[src/regSeq_config.svh]
`ifndef REGSEQ_CONFIG_SVH
`define REGSEQ_CONFIG_SVH

// width of one register value
// the instruction word uses the same width
`define REGSEQ_DATA_W 16

// register index width
// must cover REGSEQ_NREGS entries
`define REGSEQ_IDX_W 3

// number of entries in the register file
`define REGSEQ_NREGS 8

// immediate field width
// sits in the low bits of the instruction word
`define REGSEQ_IMM_W 6

`endif

[src/regSeqPkg.sv]
`include "regSeq_config.svh"

package regSeqPkg;

	// one register value
	typedef logic [`REGSEQ_DATA_W-1:0] dataWord;

	// register file address
	typedef logic [`REGSEQ_IDX_W-1:0] regIdx;

	// instruction word layout
	//   [15:12] sequence code
	//   [11]    byte flag
	//   [10:9]  alu op
	//   [8:6]   a index
	//   [5:3]   b index
	//   [5:0]   immediate, shares bits with b index
	typedef logic [`REGSEQ_DATA_W-1:0] instrWord;

	// one instruction takes four phases
	typedef enum logic [1:0] {
		FETCH,
		DECODE,
		EXECUTE,
		COMMIT
	} phaseT;

	// register cycle to run
	// RD reads, LD writes, UP reads then writes back
	typedef enum logic [3:0] {
		NONE    = 4'd0,
		RDA_RDB = 4'd1,
		LDA_RDB = 4'd2,
		LDA_UPB = 4'd3,
		RDA_UPB = 4'd4,
		LDA_IMM = 4'd5,
		RDA_IMM = 4'd6,
		UPA_RDB = 4'd7,
		UPA_IMM = 4'd8,
		RDB     = 4'd9
	} regSeqT;

	// operations for the UPA forms
	typedef enum logic [1:0] {
		ADD,
		SUB,
		AND,
		XOR
	} aluOpT;

endpackage

[src/regPortIf.sv]
// one port of the register file
// en alone reads, en with wen writes
interface regPortIf import regSeqPkg::*; ();

	// cycle strobes from the sequencer
	logic en;
	logic wen;
	regIdx idx;

	// write value from the execute unit
	dataWord wdata;

	// registered read value, holds until the next read
	dataWord rdata;

	// sequencer runs the cycle
	modport sequencer (output en, wen, idx);

	// register file serves the cycle
	modport file (input en, wen, idx, wdata, output rdata);

	// execute unit turns read data into write data
	modport datapath (input rdata, output wdata);

endinterface

[src/opxIf.sv]
`include "regSeq_config.svh"

// decoded instruction fields
// stable from DECODE through COMMIT
interface opxIf import regSeqPkg::*; ();

	regSeqT seqCode;
	logic byteOp;
	regIdx aIdx;
	regIdx bIdx;
	logic [`REGSEQ_IMM_W-1:0] imm;
	aluOpT aluOp;

	modport decoder (output seqCode, byteOp, aIdx, bIdx, imm, aluOp);

	// sequencer needs the cycle kind and the addresses
	modport sequencer (input seqCode, aIdx, bIdx);

	// execute unit needs everything that shapes write data
	modport datapath (input seqCode, byteOp, imm, aluOp);

endinterface

[src/phaseGenerator.sv]
// four-phase instruction cycle
// waits in FETCH while run is low
module phaseGenerator import regSeqPkg::*; (
	input logic CLK,
	input logic RESET,
	input logic run,
	output phaseT phase,
	output logic fetch,
	output logic decode,
	output logic execute,
	output logic commit
);

	phaseT nextPhase;

	// run only matters at the start of an instruction
	always_comb begin
		case (phase)
			FETCH: nextPhase = run ? DECODE : FETCH;
			DECODE: nextPhase = EXECUTE;
			EXECUTE: nextPhase = COMMIT;
			default: nextPhase = FETCH;
		endcase
	end

	always_ff @(posedge CLK or posedge RESET) begin
		if (RESET) begin
			phase <= FETCH;
		end else begin
			phase <= nextPhase;
		end
	end

	// one-hot strobes, each high for its whole cycle
	assign fetch = (phase == FETCH);
	assign decode = (phase == DECODE);
	assign execute = (phase == EXECUTE);
	assign commit = (phase == COMMIT);

endmodule

[src/opxDecoder.sv]
// holds the instruction taken in FETCH
// splits it into the fields the other blocks use
module opxDecoder import regSeqPkg::*; (
	input logic CLK,
	input logic RESET,
	input logic fetch,
	input instrWord instr,
	opxIf.decoder opx
);

	instrWord instrR;

	// sampled on the edge that ends FETCH
	// cleared so the first decode after reset is a no-op
	always_ff @(posedge CLK or posedge RESET) begin
		if (RESET) begin
			instrR <= '0;
		end else if (fetch) begin
			instrR <= instr;
		end
	end

	// sequence code
	// codes past RDB are undefined and run as NONE
	always_comb begin
		if (instrR[15:12] > RDB) begin
			opx.seqCode = NONE;
		end else begin
			opx.seqCode = regSeqT'(instrR[15:12]);
		end
	end

	// byte select for loads, step size for pointer updates
	assign opx.byteOp = instrR[11];

	assign opx.aluOp = aluOpT'(instrR[10:9]);

	// register addresses
	assign opx.aIdx = instrR[8:6];
	assign opx.bIdx = instrR[5:3];

	// immediate overlaps b index
	// only the IMM forms look at it
	assign opx.imm = instrR[5:0];

endmodule

[src/registerSequencer.sv]
// turns the sequence code into register port cycles
//   F     D     E     C     F
// rd en       -----
// wr en             -----
// wen               -----
// flags latched on the edge that ends DECODE
module registerSequencer import regSeqPkg::*; (
	input logic CLK,
	input logic RESET,
	input logic fetch,
	input logic decode,
	input logic execute,
	input logic commit,
	opxIf.sequencer opx,
	regPortIf.sequencer portA,
	regPortIf.sequencer portB
);

	// bit order {aRead, aWrite, bRead, bWrite}
	logic [3:0] pattern;
	logic [3:0] flags;

	logic aRead;
	logic aWrite;
	logic bRead;
	logic bWrite;

	// enable pattern per sequence code
	always_comb begin
		case (opx.seqCode)
			RDA_RDB: pattern = 4'b1010;
			LDA_RDB: pattern = 4'b0110;
			LDA_UPB: pattern = 4'b0111;
			RDA_UPB: pattern = 4'b1011;
			LDA_IMM: pattern = 4'b0100;
			RDA_IMM: pattern = 4'b1000;
			UPA_RDB: pattern = 4'b1110;
			UPA_IMM: pattern = 4'b1100;
			RDB: pattern = 4'b0010;
			// NONE reads and writes nothing
			default: pattern = 4'b0000;
		endcase
	end

	// cleared every FETCH cycle
	// so a stall in FETCH keeps all ports idle
	always_ff @(posedge CLK or posedge RESET) begin
		if (RESET) begin
			flags <= '0;
		end else if (fetch) begin
			flags <= '0;
		end else if (decode) begin
			flags <= pattern;
		end
	end

	assign aRead = flags[3];
	assign aWrite = flags[2];
	assign bRead = flags[1];
	assign bWrite = flags[0];

	// reads run in EXECUTE, writes in COMMIT
	// an UP form uses both on the same port
	assign portA.en = (aRead & execute) | (aWrite & commit);
	assign portA.wen = aWrite & commit;
	assign portB.en = (bRead & execute) | (bWrite & commit);
	assign portB.wen = bWrite & commit;

	// addresses stay put for the whole instruction
	assign portA.idx = opx.aIdx;
	assign portB.idx = opx.bIdx;

endmodule

[src/registerFile.sv]
`include "regSeq_config.svh"

// general registers with two independent ports
// all accesses on the rising edge
module registerFile import regSeqPkg::*; (
	input logic CLK,
	input logic RESET,
	regPortIf.file portA,
	regPortIf.file portB
);

	dataWord regs [`REGSEQ_NREGS];

	// writes land on the edge that ends COMMIT
	always_ff @(posedge CLK or posedge RESET) begin
		if (RESET) begin
			for (int i = 0; i < `REGSEQ_NREGS; i++) begin
				regs[i] <= '0;
			end
		end else begin
			if (portA.en && portA.wen) begin
				regs[portA.idx] <= portA.wdata;
			end
			// later assignment takes effect
			// so port B wins when both name the same register
			if (portB.en && portB.wen) begin
				regs[portB.idx] <= portB.wdata;
			end
		end
	end

	// port A read
	// updates on the edge that ends EXECUTE, then holds
	always_ff @(posedge CLK) begin
		if (portA.en && !portA.wen) begin
			portA.rdata <= regs[portA.idx];
		end
	end

	// port B read
	always_ff @(posedge CLK) begin
		if (portB.en && !portB.wen) begin
			portB.rdata <= regs[portB.idx];
		end
	end

endmodule

[src/executeUnit.sv]
// forms the write data for both ports during COMMIT
// works on the data read in EXECUTE
module executeUnit import regSeqPkg::*; (
	opxIf.datapath opx,
	regPortIf.datapath portA,
	regPortIf.datapath portB
);

	dataWord immExt;
	dataWord byteSel;
	logic a0;

	// two-operand alu for the UPA forms
	function automatic dataWord aluResult(aluOpT op, dataWord x, dataWord y);
		case (op)
			ADD: return x + y;
			SUB: return x - y;
			AND: return x & y;
			default: return x ^ y;
		endcase
	endfunction

	// immediate is always unsigned
	assign immExt = dataWord'(opx.imm);

	// low bit of the B value picks the byte
	assign a0 = portB.rdata[0];

	// a0 clear takes the high byte
	assign byteSel = a0 ? dataWord'(portB.rdata[7:0]) : dataWord'(portB.rdata[15:8]);

	// port A write value
	// forms that do not write A pass the read value through
	always_comb begin
		case (opx.seqCode)
			LDA_RDB, LDA_UPB: portA.wdata = opx.byteOp ? byteSel : portB.rdata;
			LDA_IMM: portA.wdata = immExt;
			UPA_RDB: portA.wdata = aluResult(opx.aluOp, portA.rdata, portB.rdata);
			UPA_IMM: portA.wdata = aluResult(opx.aluOp, portA.rdata, immExt);
			default: portA.wdata = portA.rdata;
		endcase
	end

	// port B write value
	// pointer steps by one byte or one word
	always_comb begin
		case (opx.seqCode)
			LDA_UPB, RDA_UPB: begin
				portB.wdata = portB.rdata + (opx.byteOp ? dataWord'(1) : dataWord'(2));
			end
			default: portB.wdata = portB.rdata;
		endcase
	end

endmodule

[src/regCore.sv]
// register cycle core
// phase control, decode, sequencing, registers and write data
module regCore import regSeqPkg::*; (
	input logic CLK,
	input logic RESET,
	input logic run,
	input instrWord instr,
	output logic fetch,
	output dataWord regAData,
	output dataWord regBData,
	output logic aWrite,
	output logic bWrite
);

	logic decode;
	logic execute;
	logic commit;

	regPortIf portA();
	regPortIf portB();
	opxIf opx();

	// phase value itself is not needed here, strobes are enough
	phaseGenerator phaseGen (
		.CLK(CLK),
		.RESET(RESET),
		.run(run),
		.phase(),
		.fetch(fetch),
		.decode(decode),
		.execute(execute),
		.commit(commit)
	);

	opxDecoder decoder (
		.CLK(CLK),
		.RESET(RESET),
		.fetch(fetch),
		.instr(instr),
		.opx(opx)
	);

	registerSequencer sequencer (
		.CLK(CLK),
		.RESET(RESET),
		.fetch(fetch),
		.decode(decode),
		.execute(execute),
		.commit(commit),
		.opx(opx),
		.portA(portA),
		.portB(portB)
	);

	registerFile regFile (
		.CLK(CLK),
		.RESET(RESET),
		.portA(portA),
		.portB(portB)
	);

	executeUnit execUnit (
		.opx(opx),
		.portA(portA),
		.portB(portB)
	);

	// read data as it leaves the register file
	assign regAData = portA.rdata;
	assign regBData = portB.rdata;

	// write strobes, one pulse in COMMIT
	assign aWrite = portA.wen;
	assign bWrite = portB.wen;

endmodule

[config.mk]
export PLATFORM = sky130hd
export DESIGN_NAME = regCore
export DESIGN_NICKNAME = d
export VERILOG_FILES = /design/src/regSeqPkg.sv /design/src/regPortIf.sv /design/src/opxIf.sv /design/src/phaseGenerator.sv /design/src/opxDecoder.sv /design/src/registerSequencer.sv /design/src/registerFile.sv /design/src/executeUnit.sv /design/src/regCore.sv
export VERILOG_INCLUDE_DIRS = /design/src
export SDC_FILE = /design/constraint.sdc
export NUM_CORES = 1
export LEC_CHECK = 0
export BUFFER_PORTS_ARGS = -buffer_cell sky130_fd_sc_hd__buf_2
export CORE_UTILIZATION = 30
export DETAILED_ROUTE_END_ITERATION = 7
export RECOVER_POWER = 50
export SLEW_MARGIN = 20
export SYNTH_ARGS = -nofsm -noshare
export SYNTH_HDL_FRONTEND = slang
export SYNTH_SLANG_ARGS = --single-unit
export TNS_END_PERCENT = 30
[constraint.sdc]
create_clock -name CLK -period 5.5 [get_ports CLK]
set_clock_uncertainty 0.2 [all_clocks]
set_input_delay 0.275 -clock CLK [delete_from_list [all_inputs] [get_ports CLK]]
set_output_delay 0.275 -clock CLK [all_outputs]
set_load 0.005 [all_outputs]
After elaboration in Yosys (flattened, before gate mapping)
Memories as Yosys holds them, arrays and structs flattened.
Cells that the tools add are included.
W data, S select, Z words.
{"block": "word_totals", "reg_bits": 182, "romBits": 64, "in_bits": 19, "out_inout_bits": 35, "elab_cells": 86, "n_memories": 1}
{"memory": "(name not given)", "depth": 16, "width": 4, "read_ports": 1, "rd_ports_with_merged_regs": 0, "wr": 0, "line": "registerSequencer.sv:30", "rtl": "case (opx.seqCode)"}
{"block": "classes", "addsub": 5, "order_cmp": 5, "eq_ne": 11, "muxes": 26, "bitwise_logic": 12, "reduce_logical": 13}
{"cell": "$bwmux W128", "n": 2}
{"cell": "$mux W128", "n": 2}
{"cell": "$mux W16", "n": 8}
{"cell": "$bmux W16 S3", "n": 2}
{"cell": "$demux W16 S3", "n": 2}
{"cell": "$pmux W16 S3", "n": 2}
{"cell": "$pmux W16 S4", "n": 1}
{"cell": "$add A16 B16 Y16", "n": 2}
{"cell": "$add A16 B6 Y16", "n": 1}
{"cell": "$and A16 B16 Y16", "n": 1}
{"cell": "$and A16 B6 Y16", "n": 1}
{"cell": "$sub A16 B16 Y16", "n": 1}
{"cell": "$sub A16 B6 Y16", "n": 1}
{"cell": "$xor A16 B16 Y16", "n": 1}
{"cell": "$xor A16 B6 Y16", "n": 1}
{"cell": "$eq A4 B3 Y1 const B", "n": 3}
{"cell": "$mux W4", "n": 3}
{"cell": "$eq A4 B2 Y1 const B", "n": 2}
{"cell": "$ge A4 B4 Y1 const B", "n": 2}
{"cell": "$lt A4 B1 Y1 const B", "n": 2}
{"cell": "$mux W8", "n": 1}
{"cell": "$not A3 Y4", "n": 2}
{"cell": "$eq A2 B2 Y1 const B", "n": 3}
{"cell": "$logic_and A1 B1 Y1", "n": 6}
{"cell": "12 further kinds", "n": 20}

Longest topological paths before layout
Gate-level depths: netlist (run 1).
{"block": "depth", "ltp_word": 9, "depth_mapped": 18, "ltp_nobuf": 15}

Hierarchy
A second synthesis (run 1) with hierarchy kept.
{"block": "hier_totals", "cells_unflattened": 1563, "hier_area_um2": 14574.0}
{"module": "registerFile", "n_inst": 1, "cells_per_inst": 978, "area_per_inst_um2": 9819.4, "seq_area_each_um2": 4164.0}
{"module": "executeUnit", "n_inst": 1, "cells_per_inst": 473, "area_per_inst_um2": 3439.5, "seq_area_each_um2": 0.0}
{"module": "opxDecoder", "n_inst": 1, "cells_per_inst": 54, "area_per_inst_um2": 789.5, "seq_area_each_um2": 400.4}
{"module": "registerSequencer", "n_inst": 1, "cells_per_inst": 47, "area_per_inst_um2": 397.9, "seq_area_each_um2": 100.1}
{"module": "phaseGenerator", "n_inst": 1, "cells_per_inst": 11, "area_per_inst_um2": 127.6, "seq_area_each_um2": 50.0}

Least setup slack after synthesis (run 1)
OpenSTA, ideal clock, no wires.
{"block": "synth_timing", "path_kind": "register to register", "from": "register decoder.instrR[10]", "to": "register regFile.regs[110] (netlist bit)", "setup_time_ps": 126, "t_arrival_ps": 3739, "t_required_ps": 5174, "setup_slack_ps": 1435, "path_stages_with_launch": 17, "n_path_buf": 4, "synth_period_minus_slack_ps": 4065, "cell_sequence": "dfrtp_1 > clkbuf_8 > clkbuf_1 > clkbuf_1 > nand2b_1 > clkbuf_1 > mux2i_1 > fa_1 > a21o_1 > a21oi_1 > o21ai_1 > a31o_2 > a21oi_2 > o21ai_1 > xnor2_1 > o221ai_2 > a221o_1"}
{"block": "synth_between", "elab_chain_cells": 7, "word_cells_on_any_way": 10, "cone_classes": "2 x eq/ne; 7 x mux; 1 x reduce/logical"}
{"item": "from (decl)", "line": "opxDecoder.sv:11", "rtl": "instrWord instrR;"}
{"item": "from (signal assigned)", "line": "opxDecoder.sv:19", "rtl": "instrR <= instr;"}
{"item": "$eq A2 B2 Y1 (tied with other cells)", "line": "executeUnit.sv:15", "rtl": "case (op)"}
{"item": "$pmux W16 S3", "line": "executeUnit.sv:15"}
{"item": "$pmux W16 S4 (*)", "line": "executeUnit.sv:35", "rtl": "case (opx.seqCode)"}
{"item": "$bwmux W128 (*)", "line": "registerFile.sv:22", "rtl": "regs[portA.idx] <= portA.wdata;"}
{"item": "$mux W128 (*)", "line": "registerFile.sv:21", "rtl": "if (portA.en && portA.wen) begin"}
{"item": "$bwmux W128", "line": "registerFile.sv:27", "rtl": "regs[portB.idx] <= portB.wdata;"}
{"item": "$mux W128 (*)", "line": "registerFile.sv:26", "rtl": "if (portB.en && portB.wen) begin"}
{"item": "to (signal, indexed assignment)", "line": "registerFile.sv:22"}
{"item": "to (signal, indexed assignment)", "line": "registerFile.sv:27"}
{"item": "to (decl)", "line": "registerFile.sv:12", "rtl": "dataWord regs [`REGSEQ_NREGS];"}
Mark *: on every way between the ends. The rest lies on a longest branch, timed or not.
A chain may end at the register's enable or synchronous reset.

Worst setup path after layout (run 1)
{"block": "layout_timing", "from": "register regFile.portB.rdata[4]", "to": "register regFile.regs[76] (netlist bit)"}
{"block": "layout_between", "elab_chain_cells": 7, "word_cells_on_any_way": 10, "cone_classes": "3 x add/sub; 7 x mux"}
{"item": "from (decl)", "line": "regPortIf.sv:20", "rtl": "modport file (input en, wen, idx, wdata, output rdata);"}
{"item": "from (signal assigned)", "line": "registerFile.sv:43", "rtl": "portB.rdata <= regs[portB.idx];"}
{"item": "$sub A16 B16 Y16 or $add A16 B16 Y16 (tied branches)", "line": "executeUnit.sv:17, executeUnit.sv:16"}
{"item": "$pmux W16 S3", "line": "executeUnit.sv:15"}
{"item": "$pmux W16 S4", "line": "executeUnit.sv:35"}
{"item": "$bwmux W128", "line": "registerFile.sv:22"}
{"item": "$mux W128", "line": "registerFile.sv:21"}
{"item": "$bwmux W128", "line": "registerFile.sv:27"}
{"item": "$mux W128 (*)", "line": "registerFile.sv:26"}
Marks and branches as above.

==> run_results.csv, run 1 <==
group,metric,value,unit
timing,fin_crit_sh,83.5,%
global_route,grt_pass1_vias,12019,
route,drc,0,
route,dr_wl_met2,22600,µm
job,maxCapViolations,2,
synthesis,synth_nets,1540,
clock_tree,root_buffer,"clkbuf_16",
pwr,pwr-share-comb,59.5,%
timing,timing.final.max_slew_violations,153,
synthesis,synth_edf_count,32,
die,num_rows,76,
clock_tree,cts.sinks,182,
place,dp_hpwl,34800,µm
synthesis,synth_xor_area_share,3.28,%
finish,n_fill_cell,4420,
route,drt-initial-drc-count,1508,
route,wl_met3,5770,µm
critical_path,critPathArrivalTime,4.68,ns
synthesis,synth-seq-area-share,35.6,%
die,dieArea,45000,µm²
finish,register_area,4710,µm²
timing,grt_setup_unrepaired,"no",
synthesis,synth_area,13200,µm²
synthesis,ys_types,89,
route,antenna_left,0,
critical_path,start_kind,"flop",
die,io-pin-count,54,
min_path,hold_path.class,"flop to flop",
global_route,grtUsageTotal,22.9,%
synthesis,synthCells,1451,
clock_tree,cts_buffer_depth,2,
route,wl,51200,µm
clock_tree,cts_made_buffers,17,
pwr,swShare,50.3,%
pwr,p_int,4630,µW
finish,fin_cells,2072,
synthesis,postSynth.asyncResetShare,82.4,%
route,wl_per_cell,24.7,µm
clock_tree,tritoncts,"yes",
finish,layout-drive-gt1-share,11.2,%
finish,final_cell_mix,"159 x nand2_1, 154 x a22oi_1, 150 x dfrtp_1",
critical_path,r2r_end,"regFile.regs[76]",
synthesis,synth_warnings,0,
critical_path,crit_required,5.59,ns
critical_path,crit_start,"regFile.portB.rdata[4]",
timing,finalHoldViolCount,0,
global_route,grt_pass1_wl,76900,µm
timing,totalNegativeSetupSlack,0,ns
die,core,43300,µm²
critical_path,end_kind,"flop",
clock_tree,h-tree-depth,4,
place,dpl.cell_count,2021,
global_route,antenna_found_initial,0,
die,die_y,212,µm
synthesis,synth_top_family_by_area,"compound AO/OA/AOI/OAI gates",
clock_tree,post_cts.repair.setup_buffers,0,
critical_path,reg2reg_from,"regFile.portB.rdata[4]",
global_route,gr-total-overflow,0,
die,die_x,212,µm
route,dr.pass1.iters,7,
pwr,clkPwrFrac,13.5,%
critical_path,endpoint,"regFile.regs[76]",
critical_path,rrSetupSlack,0.91,ns
synthesis,synth_compound_area_share,26.9,%
finish,syn2layout_area_growth,10.2,%
timing,fin_ws,0.907,ns
place,post-place-ws,1.02,ns
timing,setup_viol,0,
global_route,grt_max_degree,110,
timing,max_slew_margin,-67.2,%
place,io_buffer_count,53,
clock_tree,clk-insertion-delay-late,0.45,ns
synthesis,yosys.area_share.adder,6.78,%
pwr,power_frac_seq,27.0,%
synthesis,synth_simple_gate_area_share,17.5,%
synthesis,synth.area.mux_share,4.40,%
synthesis,yosys_most_used_dff,"dfrtp_1",
route,highest_layer,"met4",
timing,whs,0.320,ns
critical_path,r2r_cells,13,
synthesis,ys_ff_latch,182,
pwr,peakVddDrop,0.289,mV
finish,layout_commonest_cell,"nand2_1",
status,violations,"max-capacitance violations, max-slew violations",
route,wl_met1,20800,µm
place,gp_congestion,0.972,
timing,period_needed,4.59,ns
pwr,power.net_switching,4680,µW
timing,tightest_slew,2.51,ns
critical_path,worst-setup-path-type,"flop to flop",
finish,num_antenna_cells,0,
pwr,power_leakage,0.00585,µW
synthesis,syn_avg_cell_area,9.13,µm²
route,viasPerCell,6.06,
finish,final_nets,1563,
route,vias,12551,
die,start_util,30.6,%
timing,max_freq,0.218,GHz
finish,multi_input_area,7810,µm²
status,status,"finished with violations",
pwr,power_density,637,nW/µm²
critical_path,cp_max_fo,10,
clock_tree,clkTransAtPathRegs,0.07,ns
-- registers in the layout, indices dropped and copies added (netlist names) --
name	count
decoder.instrR	16
phaseGen.phase	2
regFile.portA.rdata	16
regFile.portB.rdata	16
regFile.regs	128
sequencer.flags	4
-- synth_stat cells, drive strengths merged (11+ instances only) --
library cell / count / area (µm²)
inv: 22 / 82.6
nor3: 17 / 95.1
nor2: 118 / 453
or3: 11 / 80.1
a22oi: 154 / 1160
mux2i: 35 / 358
nor2b: 12 / 85.1
o22ai: 20 / 139
nand4: 36 / 225
xor2: 17 / 149
buf: 21 / 109
and2: 22 / 140
a31oi: 45 / 357
xnor2: 30 / 285
nor3b: 12 / 131
nand2b: 37 / 246
clkbuf: 79 / 537
dfrtp: 150 / 3750
mux2: 20 / 225
o31ai: 19 / 153
o211ai: 34 / 255
o21ai: 111 / 559
edfxtp: 32 / 961
nand2: 160 / 603
ha: 67 / 838
nand3: 13 / 65.1
a221o: 12 / 120
a21oi: 57 / 293
-- metal layers --
layer / track usage (%) / vias to the layer above
met2: 35.3 / 751
met3: 5.72 / 166
met4: 10.4 / 0
li1: - / 5521
met1: 30.1 / 6113
met5: 0 / -
-- worst min path at each step --
| stage | start | endpoint | slack (ns) | depth (start not counted) |
|---|---|---|---|---|
| after floorplan | instr[0] | decoder.instrR[0] | 0.20 | 2 |
| after global placement | instr[5] | decoder.instrR[5] | 0.29 | 3 |
| after detailed placement | instr[15] | decoder.instrR[15] | 0.31 | 3 |
| after CTS | sequencer.flags[0] | sequencer.flags[0] | 0.32 | 2 |
| after global routing | regFile.regs[47] | regFile.regs[47] | 0.36 | 2 |
| final | sequencer.flags[0] | sequencer.flags[0] | 0.32 | 2 |
-- critical path, cell delays in order, from the launching register on --
cell	delay, ns
edfxtp_1	0.54
or3_4	0.46
or3_2	0.44
o41ai_1	0.52
nand2_1	0.14
xnor2_1	0.16
ha_1	0.41
nor3b_1	0.18
nor3_1	0.19
a21oi_1	0.06
a222oi_1	0.23
nand2_1	0.10
a211oi_2	0.65
a21oi_1	0.16
-- what timing repair did --
action,CTS,global route
hold endpoints to repair,125,0
resized for setup,0,0
hold buffers,18,0
-- through the flow --
step                area [µm²]  util [%]  power, µW
finish                   14600      33.7       9300
global route             14600      33.7       9840
CTS                      14600      33.8       9140
detailed placement       13900      32.0       7860
global placement         13900      32.0       7770
floorplan                13200         -       6160
-- kinds of logic after synthesis --
family	Yosys count
compound gates	512
xor+xnor	47
fa+ha+maj	70
buf+inv	123
flops	182
mux	55
simple gates	462
-- power groups by stage --
stage | clock, µW | combinational (µW) | sequential (µW)
final | 1250 | 5530 | 2510
after global routing | 1300 | 5970 | 2570
after CTS | 1260 | 5400 | 2480
after detailed placement | 0 | 5360 | 2500
after global placement | 0 | 5280 | 2490
after floorplan | 0 | 3920 | 2250
-- cell type report --
cell class	instances	share of cell area, %
Inverter	23	0.617
Tap cell	585	5.01
Clock buffer	24	3.67
Sequential cell	182	32.3
Clock inverter	8	0.403
Timing Repair Buffer	104	4.48
Multi-Input combinational cell	1146	53.5
Power figures use the tool's default switching activity.
==> inputs of run 2 (changes only) <==
--- a/config.mk
+++ b/config.mk
@@ -6,6 +6,7 @@
 export SDC_FILE = /design/constraint.sdc
 export NUM_CORES = 1
 export LEC_CHECK = 0
+export ABC_AREA = 1
 export BUFFER_PORTS_ARGS = -buffer_cell sky130_fd_sc_hd__buf_2
 export CORE_UTILIZATION = 30
 export DETAILED_ROUTE_END_ITERATION = 7
==> constraint.sdc (replaced) <==
create_clock -name CLK -period 4 [get_ports CLK]
set_clock_uncertainty 0.2 [all_clocks]
set_input_delay 0.2 -clock CLK [delete_from_list [all_inputs] [get_ports CLK]]
set_output_delay 0.2 -clock CLK [all_outputs]
set_load 0.005 [all_outputs]
==> run 2 against run 1 <==
The run still ends with max-capacitance violations, max-slew violations left. Critical endpoint is now regFile.regs[39]. Power grew 51%. Synthesized area grew 2.8%. Setup slack lost 0.62 ns. First-iteration DRC count grew 28%. Global-route usage grew 1.8 points. Clock power grew 40%. Synthesized cell count grew 28%. Critical path depth grew 4. Wire length grew 13%. Cell area grew 6.9%. Non-clock buffer count grew 41. Sequential power grew 35%. Critical path type unchanged.
==> run_results.csv, run 2 <==
group,metric,value,unit
critical_path,crit_required,4.15,ns
critical_path,cpMaxStageDelayCell,"dfrtp_1",
min_path,hold_path.class,"input port to flop",
critical_path,crit_family,"simple AND/OR/NAND/NOR gates",
status,violations,"max-capacitance violations, max-slew violations",
pwr,peakVddDrop,0.434,mV
timing,max_freq,0.270,GHz
route,wl,57700,µm
synthesis,synth-seq-area-share,34.6,%
clock_tree,h-tree-depth,4,
synthesis,synth_most_common_cell,"nand2_1",
critical_path,worst-setup-path-type,"flop to flop",
finish,num_antenna_cells,0,
die,die_x,215,µm
critical_path,cp_max_fo,8,
clock_tree,tritoncts,"yes",
critical_path,path_cells,"inv_1 -> nand3_1 -> nor3_1 -> ha_1 -> o21ai_0 -> ha_1 -> nand2_1 -> inv_1 -> a21oi_1 -> nand2_1 -> or2_2 -> nand3_1 -> o21ai_0 -> nand2_1 -> nand3_1 -> nand2_1 -> nand2_1",
global_route,antenna_found_initial,0,
finish,n_fill_cell,4752,
global_route,grt_max_degree,151,
synthesis,yosysTopAreaCellShare,27.6,%
timing,timing.final.max_slew_violations,151,
critical_path,critPathArrivalTime,3.86,ns
die,core,44500,µm²
timing,fin_crit_sh,92.7,%
global_route,grt_pass1_wl,86200,µm
route,dr.pass1.iters,6,
die,num_rows,77,
synthesis,ys_ff_latch,182,
critical_path,crit_buf_inv,2,
clock_tree,clk-insertion-delay-late,0.47,ns
global_route,grtUsageTotal,24.7,%
critical_path,r2r_end,"regFile.regs[39]",
critical_path,crit_start,"decoder.instrR[2]",
synthesis,ys_types,59,
finish,syn2layout_area_growth,14.7,%
route,drt-initial-drc-count,1928,
finish,register_area,4710,µm²
place,gp_congestion,0.986,
synthesis,synth_warnings,0,
clock_tree,clkTransAtPathRegs,0.07,ns
place,dpl-instance-area,14900,µm²
critical_path,critical_path.max_stage_delay,0.46,ns
die,dieArea,46200,µm²
synthesis,syn_avg_cell_area,7.34,µm²
critical_path,cp_common_cell,"nand2_1",
timing,finalHoldViolCount,0,
clock_tree,cts.sinks,182,
pwr,power_density,897,nW/µm²
global_route,gr-total-overflow,0,
timing,setup_viol,0,
timing,totalNegativeSetupSlack,0,ns
synthesis,synth_nets,1943,
synthesis,yosys-top-cells-count,"424 x nand2_1, 202 x inv_1, 187 x a21oi_1, 153 x nor2_1, 150 x dfrtp_1",
global_route,global_route.usage.met2,39.7,%
finish,layout_commonest_cell,"nand2_1",
pwr,clkPwrFrac,12.5,%
critical_path,cp.depth,17,
route,antenna_left,0,
clock_tree,cts_made_buffers,17,
synthesis,synth_edf_count,32,
critical_path,rrSetupSlack,0.29,ns
pwr,swShare,54.5,%
global_route,grt_util_met3,5.55,%
job,maxCapViolations,1,
clock_tree,root_buffer,"clkbuf_16",
synthesis,yosys_most_used_dff,"dfrtp_1",
timing,grt_setup_unrepaired,"no",
pwr,p_int,6380,µW
critical_path,endpoint,"regFile.regs[39]",
route,wl_per_cell,22.6,µm
timing,tightest_slew,2.23,ns
synthesis,synthCells,1854,
route,drc,0,
place,io_buffer_count,53,
global_route,grt_pass1_vias,14022,
pwr,pwr-share-comb,63.2,%
timing,max_slew_margin,-48.8,%
clock_tree,cts_buffer_depth,2,
place,dp_hpwl,40300,µm
die,io-pin-count,54,
critical_path,r2r_cells,17,
finish,layout-drive-gt1-share,12.3,%
finish,largest-register,"regFile.regs",
route,viasPerCell,5.73,
timing,period_needed,3.71,ns
finish,design_area,15600,µm²
finish,largest_register_ffs,128,
synthesis,synth_area,13600,µm²
critical_path,end_kind,"flop",
global_route,busiest_layer,"met2",
critical_path,start_kind,"flop",
status,status,"finished with violations",
pwr,power_leakage,0.00710,µW
route,vias,14601,
synthesis,postSynth.asyncResetShare,82.4,%
synthesis,synth_area_leaders,"dfrtp_1 28%, nand2_1 12%, edfxtp_1 7.1%",
synthesis,synth_top_cell_by_area,"dfrtp_1",
global_route,grt.met1_usage,31.3,%
pwr,power.net_switching,7630,µW
pwr,power_frac_seq,24.3,%
finish,multi_input_area,7730,µm²
die,start_util,30.6,%
die,die_y,215,µm
critical_path,reg2reg_from,"decoder.instrR[2]",
finish,final_nets,2033,
finish,final_cell_mix,"423 x nand2_1, 201 x inv_1, 185 x a21oi_1",
==> run 2: worst register-to-register path, delay by kind of cell, from the launching register on <==
kind / cells / cell delay, ns
adders and majority gates: 2 / 0.58
AOI/OAI and AO/OA: 3 / 0.45
DFF: 1 / 0.46
and+or+nand+nor: 10 / 1.67
buffers and inverters: 2 / 0.25
==> run 2: metal layers <==
layer  vias to the layer above  wire (µm)  share of wire (%)
met4                         2       2850                4.9
met1                      7009      23100                 40
met2                       866      26200                 45
li1                       6508          -                  -
met3                       216       5520                9.6
met5                         -         26              0.045
==> run 2: final cells by class <==
class,count,area share (%)
Clock buffer,19,2.97
Clock inverter,13,0.802
Inverter,234,5.72
Multi-Input combinational cell,1364,49.6
Sequential cell,182,30.2
Tap cell,592,4.75
Timing Repair Buffer,145,6.00
==> run 2: power by group through the flow <==
| stage | combinational, µW | sequential (µW) | clock, µW |
|---|---|---|---|
| 2_1_floorplan | 5680 | 3190 | 0 |
| 3_3_place_gp | 8410 | 3370 | 0 |
| 3_5_place_dp | 8480 | 3390 | 0 |
| 4_1_cts | 8550 | 3360 | 1750 |
| 5_1_grt | 9610 | 3470 | 1820 |
| 6_report | 8850 | 3400 | 1750 |
==> run 2: repair_timing <==
action / 4_1_cts / 5_1_grt
endpoints found under the hold margin: 167 / 0
buffers inserted: 0 / 3
endpoints found under the setup margin: 0 / 40
hold buffers: 18 / 0
resized for setup: 0 / 15
==> run 2: logic make-up after synthesis <==
group | after synthesis | share of synthesized area (%)
simple gates | 747 | 24.1
compound gates | 506 | 22.5
buf+inv | 308 | 8.92
flops | 182 | 34.6
fa+ha+maj | 70 | 6.60
xor+xnor | 39 | 3.01
mux | 2 | 0.165
==> run 2: worst min-delay path by stage <==
| stage | cells past startpoint | from | to | slack, ns |
|---|---|---|---|---|
| floorplan | 2 | instr[0] | decoder.instrR[0] | 0.12 |
| global placement | 3 | instr[12] | decoder.instrR[12] | 0.21 |
| detailed placement | 3 | instr[6] | decoder.instrR[6] | 0.21 |
| CTS | 4 | instr[6] | decoder.instrR[6] | 0.28 |
| global route | 4 | instr[5] | decoder.instrR[5] | 0.30 |
| finish | 4 | instr[6] | decoder.instrR[6] | 0.29 |
==> run 2: per-stage QoR <==
stage	power [µW]	util [%]	hold slack [ns]	worst slack, ns	instances
after global placement	11800	33.4	0.205	0.163	2496
final	14000	35.1	0.291	0.291	2549
after detailed placement	11900	33.4	0.211	0.103	2496
after floorplan	8870	-	0.121	0.520	1854
after global routing	14900	35.1	0.301	0.00826	2549
after CTS	13700	35.1	0.280	0.104	2546
==> inputs of run 3 (changes only) <==
==> constraint.sdc (replaced) <==
create_clock -name CLK -period 4 [get_ports CLK]
set_clock_uncertainty 0.2 [all_clocks]
set_input_delay 0.8 -clock CLK [delete_from_list [all_inputs] [get_ports CLK]]
set_output_delay 0.8 -clock CLK [all_outputs]
set_load 0.005 [all_outputs]
==> run 3 against run 2 <==
The run still ends with max-capacitance violations, max-slew violations left. Wire length down 1.7%. Critical endpoint is now regFile.regs[126]. Utilization down 0.31 points. Register-to-register slack about the same. Fmax down 0.14%. Critical path depth up 2. Via count down 1.6%. First-iteration DRC count about the same. Largest cell class unchanged. Combinational power down 1%. Non-clock buffer count down 20.
==> run_results.csv, run 3 (synthesis results as in run 2) <==
group,metric,value,unit
status,status,"finished with violations",
status,violations,"max-capacitance violations, max-slew violations",
global_route,grt.met1_usage,31.0,%
timing,setup_viol,0,
critical_path,crit_family,"simple AND/OR/NAND/NOR gates",
finish,final_cell_mix,"422 x nand2_1, 201 x inv_1, 186 x a21oi_1",
global_route,busiest_layer,"met2",
critical_path,critical_path.max_stage_delay,0.39,ns
die,io-pin-count,54,
place,gp_congestion,0.952,
pwr,power_frac_seq,24.4,%
global_route,antenna_found_initial,0,
timing,period_needed,3.71,ns
clock_tree,cts_made_buffers,17,
timing,timing.final.max_slew_violations,115,
critical_path,rrSetupSlack,0.29,ns
finish,multi_input_area,7730,µm²
clock_tree,h-tree-depth,4,
pwr,p_int,6400,µW
timing,max_slew_margin,-27.5,%
critical_path,crit_buf_inv,2,
clock_tree,cts.sinks,182,
timing,fin_crit_sh,92.9,%
global_route,grt_util_met3,5.21,%
finish,n_fill_cell,4739,
place,dpl-instance-area,14900,µm²
critical_path,worst-setup-path-type,"flop to flop",
die,start_util,30.6,%
clock_tree,clkTransAtPathRegs,0.07,ns
place,dp_hpwl,40000,µm
timing,tightest_slew,1.90,ns
critical_path,cpMaxStageDelayCell,"edfxtp_1",
clock_tree,tritoncts,"yes",
route,drc,0,
route,antenna_left,0,
finish,largest_register_ffs,128,
place,io_buffer_count,53,
finish,largest-register,"regFile.regs",
clock_tree,cts_buffer_depth,2,
global_route,grt_max_degree,42,
job,maxCapViolations,3,
critical_path,path_cells,"nor2_1 -> nand2_1 -> nor2_1 -> nor2_1 -> a21oi_1 -> o21ai_0 -> xnor2_1 -> ha_1 -> inv_1 -> nor3_2 -> and2_1 -> nand2_1 -> nand3_1 -> nand3_1 -> a21oi_1 -> nand3_2 -> buf_4 -> nand2_1 -> a21oi_1",
finish,syn2layout_area_growth,13.7,%
die,die_y,215,µm
timing,grt_setup_unrepaired,"yes",
pwr,power_leakage,0.00710,µW
timing,finalHoldViolCount,0,
finish,num_antenna_cells,0,
critical_path,cp.depth,19,
clock_tree,root_buffer,"clkbuf_16",
route,viasPerCell,5.68,
finish,final_nets,2013,
global_route,grt_pass1_wl,84800,µm
die,num_rows,77,
route,wl_per_cell,22.4,µm
die,dieArea,46200,µm²
min_path,whs_path_depth,1,
critical_path,end_kind,"flop",
critical_path,critPathArrivalTime,3.86,ns
global_route,gr-total-overflow,0,
critical_path,start_kind,"flop",
finish,register_area,4710,µm²
finish,fin_util,34.8,%
pwr,pwr-share-comb,62.9,%
pwr,power_density,899,nW/µm²
critical_path,crit_required,4.15,ns
die,core,44500,µm²
die,die_x,215,µm
finish,layout_commonest_cell,"nand2_1",
critical_path,r2r_cells,19,
global_route,grtUsageTotal,24.4,%
pwr,peakVddDrop,0.477,mV
min_path,hold_path.class,"flop to flop",
finish,layout-drive-gt1-share,13.2,%
timing,max_freq,0.269,GHz
route,drt-initial-drc-count,1929,
pwr,clkPwrFrac,12.6,%
route,dr.pass1.iters,7,
critical_path,cp_max_fo,8,
clock_tree,clk-insertion-delay-late,0.47,ns
route,wl,56700,µm
pwr,power.net_switching,7500,µW
global_route,global_route.usage.met2,39.3,%
route,vias,14371,
pwr,swShare,54.0,%
finish,design_area,15500,µm²
global_route,grt_pass1_vias,13880,
-- run 3: cell types whose count changed in the layout (fill, tap and decap cells not counted), sizes merged --
cell / before / now
dlymetal6s4s: 0 / 1
bufinv: 0 / 1
inv: 240 / 241
dlygate4sd3: 18 / 0
clkbuf: 48 / 24
dlymetal6s2s: 0 / 1
clkinv: 5 / 4
buf: 98 / 117
-- run 3: worst reg2reg max path: cells and delay by family (launching register included) --
family	cells	cell delay, ns
flip-flops	1	0.39
XOR/XNOR	1	0.16
AO/OA/AOI/OAI	4	0.64
buffers and inverters	2	0.30
AND/OR/NAND/NOR	11	1.55
adder cells (fa/ha/maj)	1	0.37
-- run 3: cell type report --
| type | count | area share [%] |
|---|---|---|
| tap | 592 | 4.79 |
| clock buffer | 18 | 2.84 |
| sequential | 182 | 30.5 |
| inverter | 234 | 5.75 |
| multi-input combinational | 1364 | 50.0 |
| timing repair buffer | 125 | 5.17 |
| clock inverter | 14 | 1.00 |
-- run 3: stage by stage --
stage / TNS, ns / std cells / setup slack, ns / total power (µW) / hold WS [ns]
finish: 0 / 2529 / 0.286 / 13900 / 0.324
global route: -0.0251 / 2529 / -0.0180 / 14900 / 0.342
CTS: 0 / 2528 / 0.0841 / 13600 / 0.334
detailed placement: -0.0199 / 2496 / -0.0199 / 11800 / 0.313
global placement: 0 / 2496 / 0.0000826 / 11700 / 0.298
floorplan: 0 / 1854 / 0.520 / 8870 / 0.252
-- run 3: final timing paths --
| kind | from | to |
|---|---|---|
| max | regFile.portB.rdata[4] | regFile.regs[126] |
| min | phaseGen.phase[0] | phaseGen.phase[0] |
| max reg2reg | regFile.portB.rdata[4] | regFile.regs[126] |
| min reg2reg | phaseGen.phase[0] | phaseGen.phase[0] |
| max in group asynchronous | RESET | regFile.regs[7] |
| min in group asynchronous | RESET | regFile.regs[12] |
-- run 3: per-layer routing --
metal | vias to the layer above | share of wire, %
met5 | - | 0
met4 | 0 | 4.6
met3 | 198 | 10
met2 | 903 | 45
met1 | 6799 | 40
li1 | 6471 | -
-- run 3: power groups by stage --
stage,clock (µW),combinational (µW),sequential (µW)
2_1_floorplan,0,5680,3190
3_3_place_gp,0,8330,3370
3_5_place_dp,0,8440,3390
4_1_cts,1770,8500,3360
5_1_grt,1840,9570,3470
6_report,1760,8750,3390
-- run 3: timing repair --
item,CTS,global route
endpoints found under the setup margin,5,54
hold buffers,0,0
hold endpoints to repair,0,0
pin swaps,0,1
setup buffers,0,1
gates resized for setup,1,12
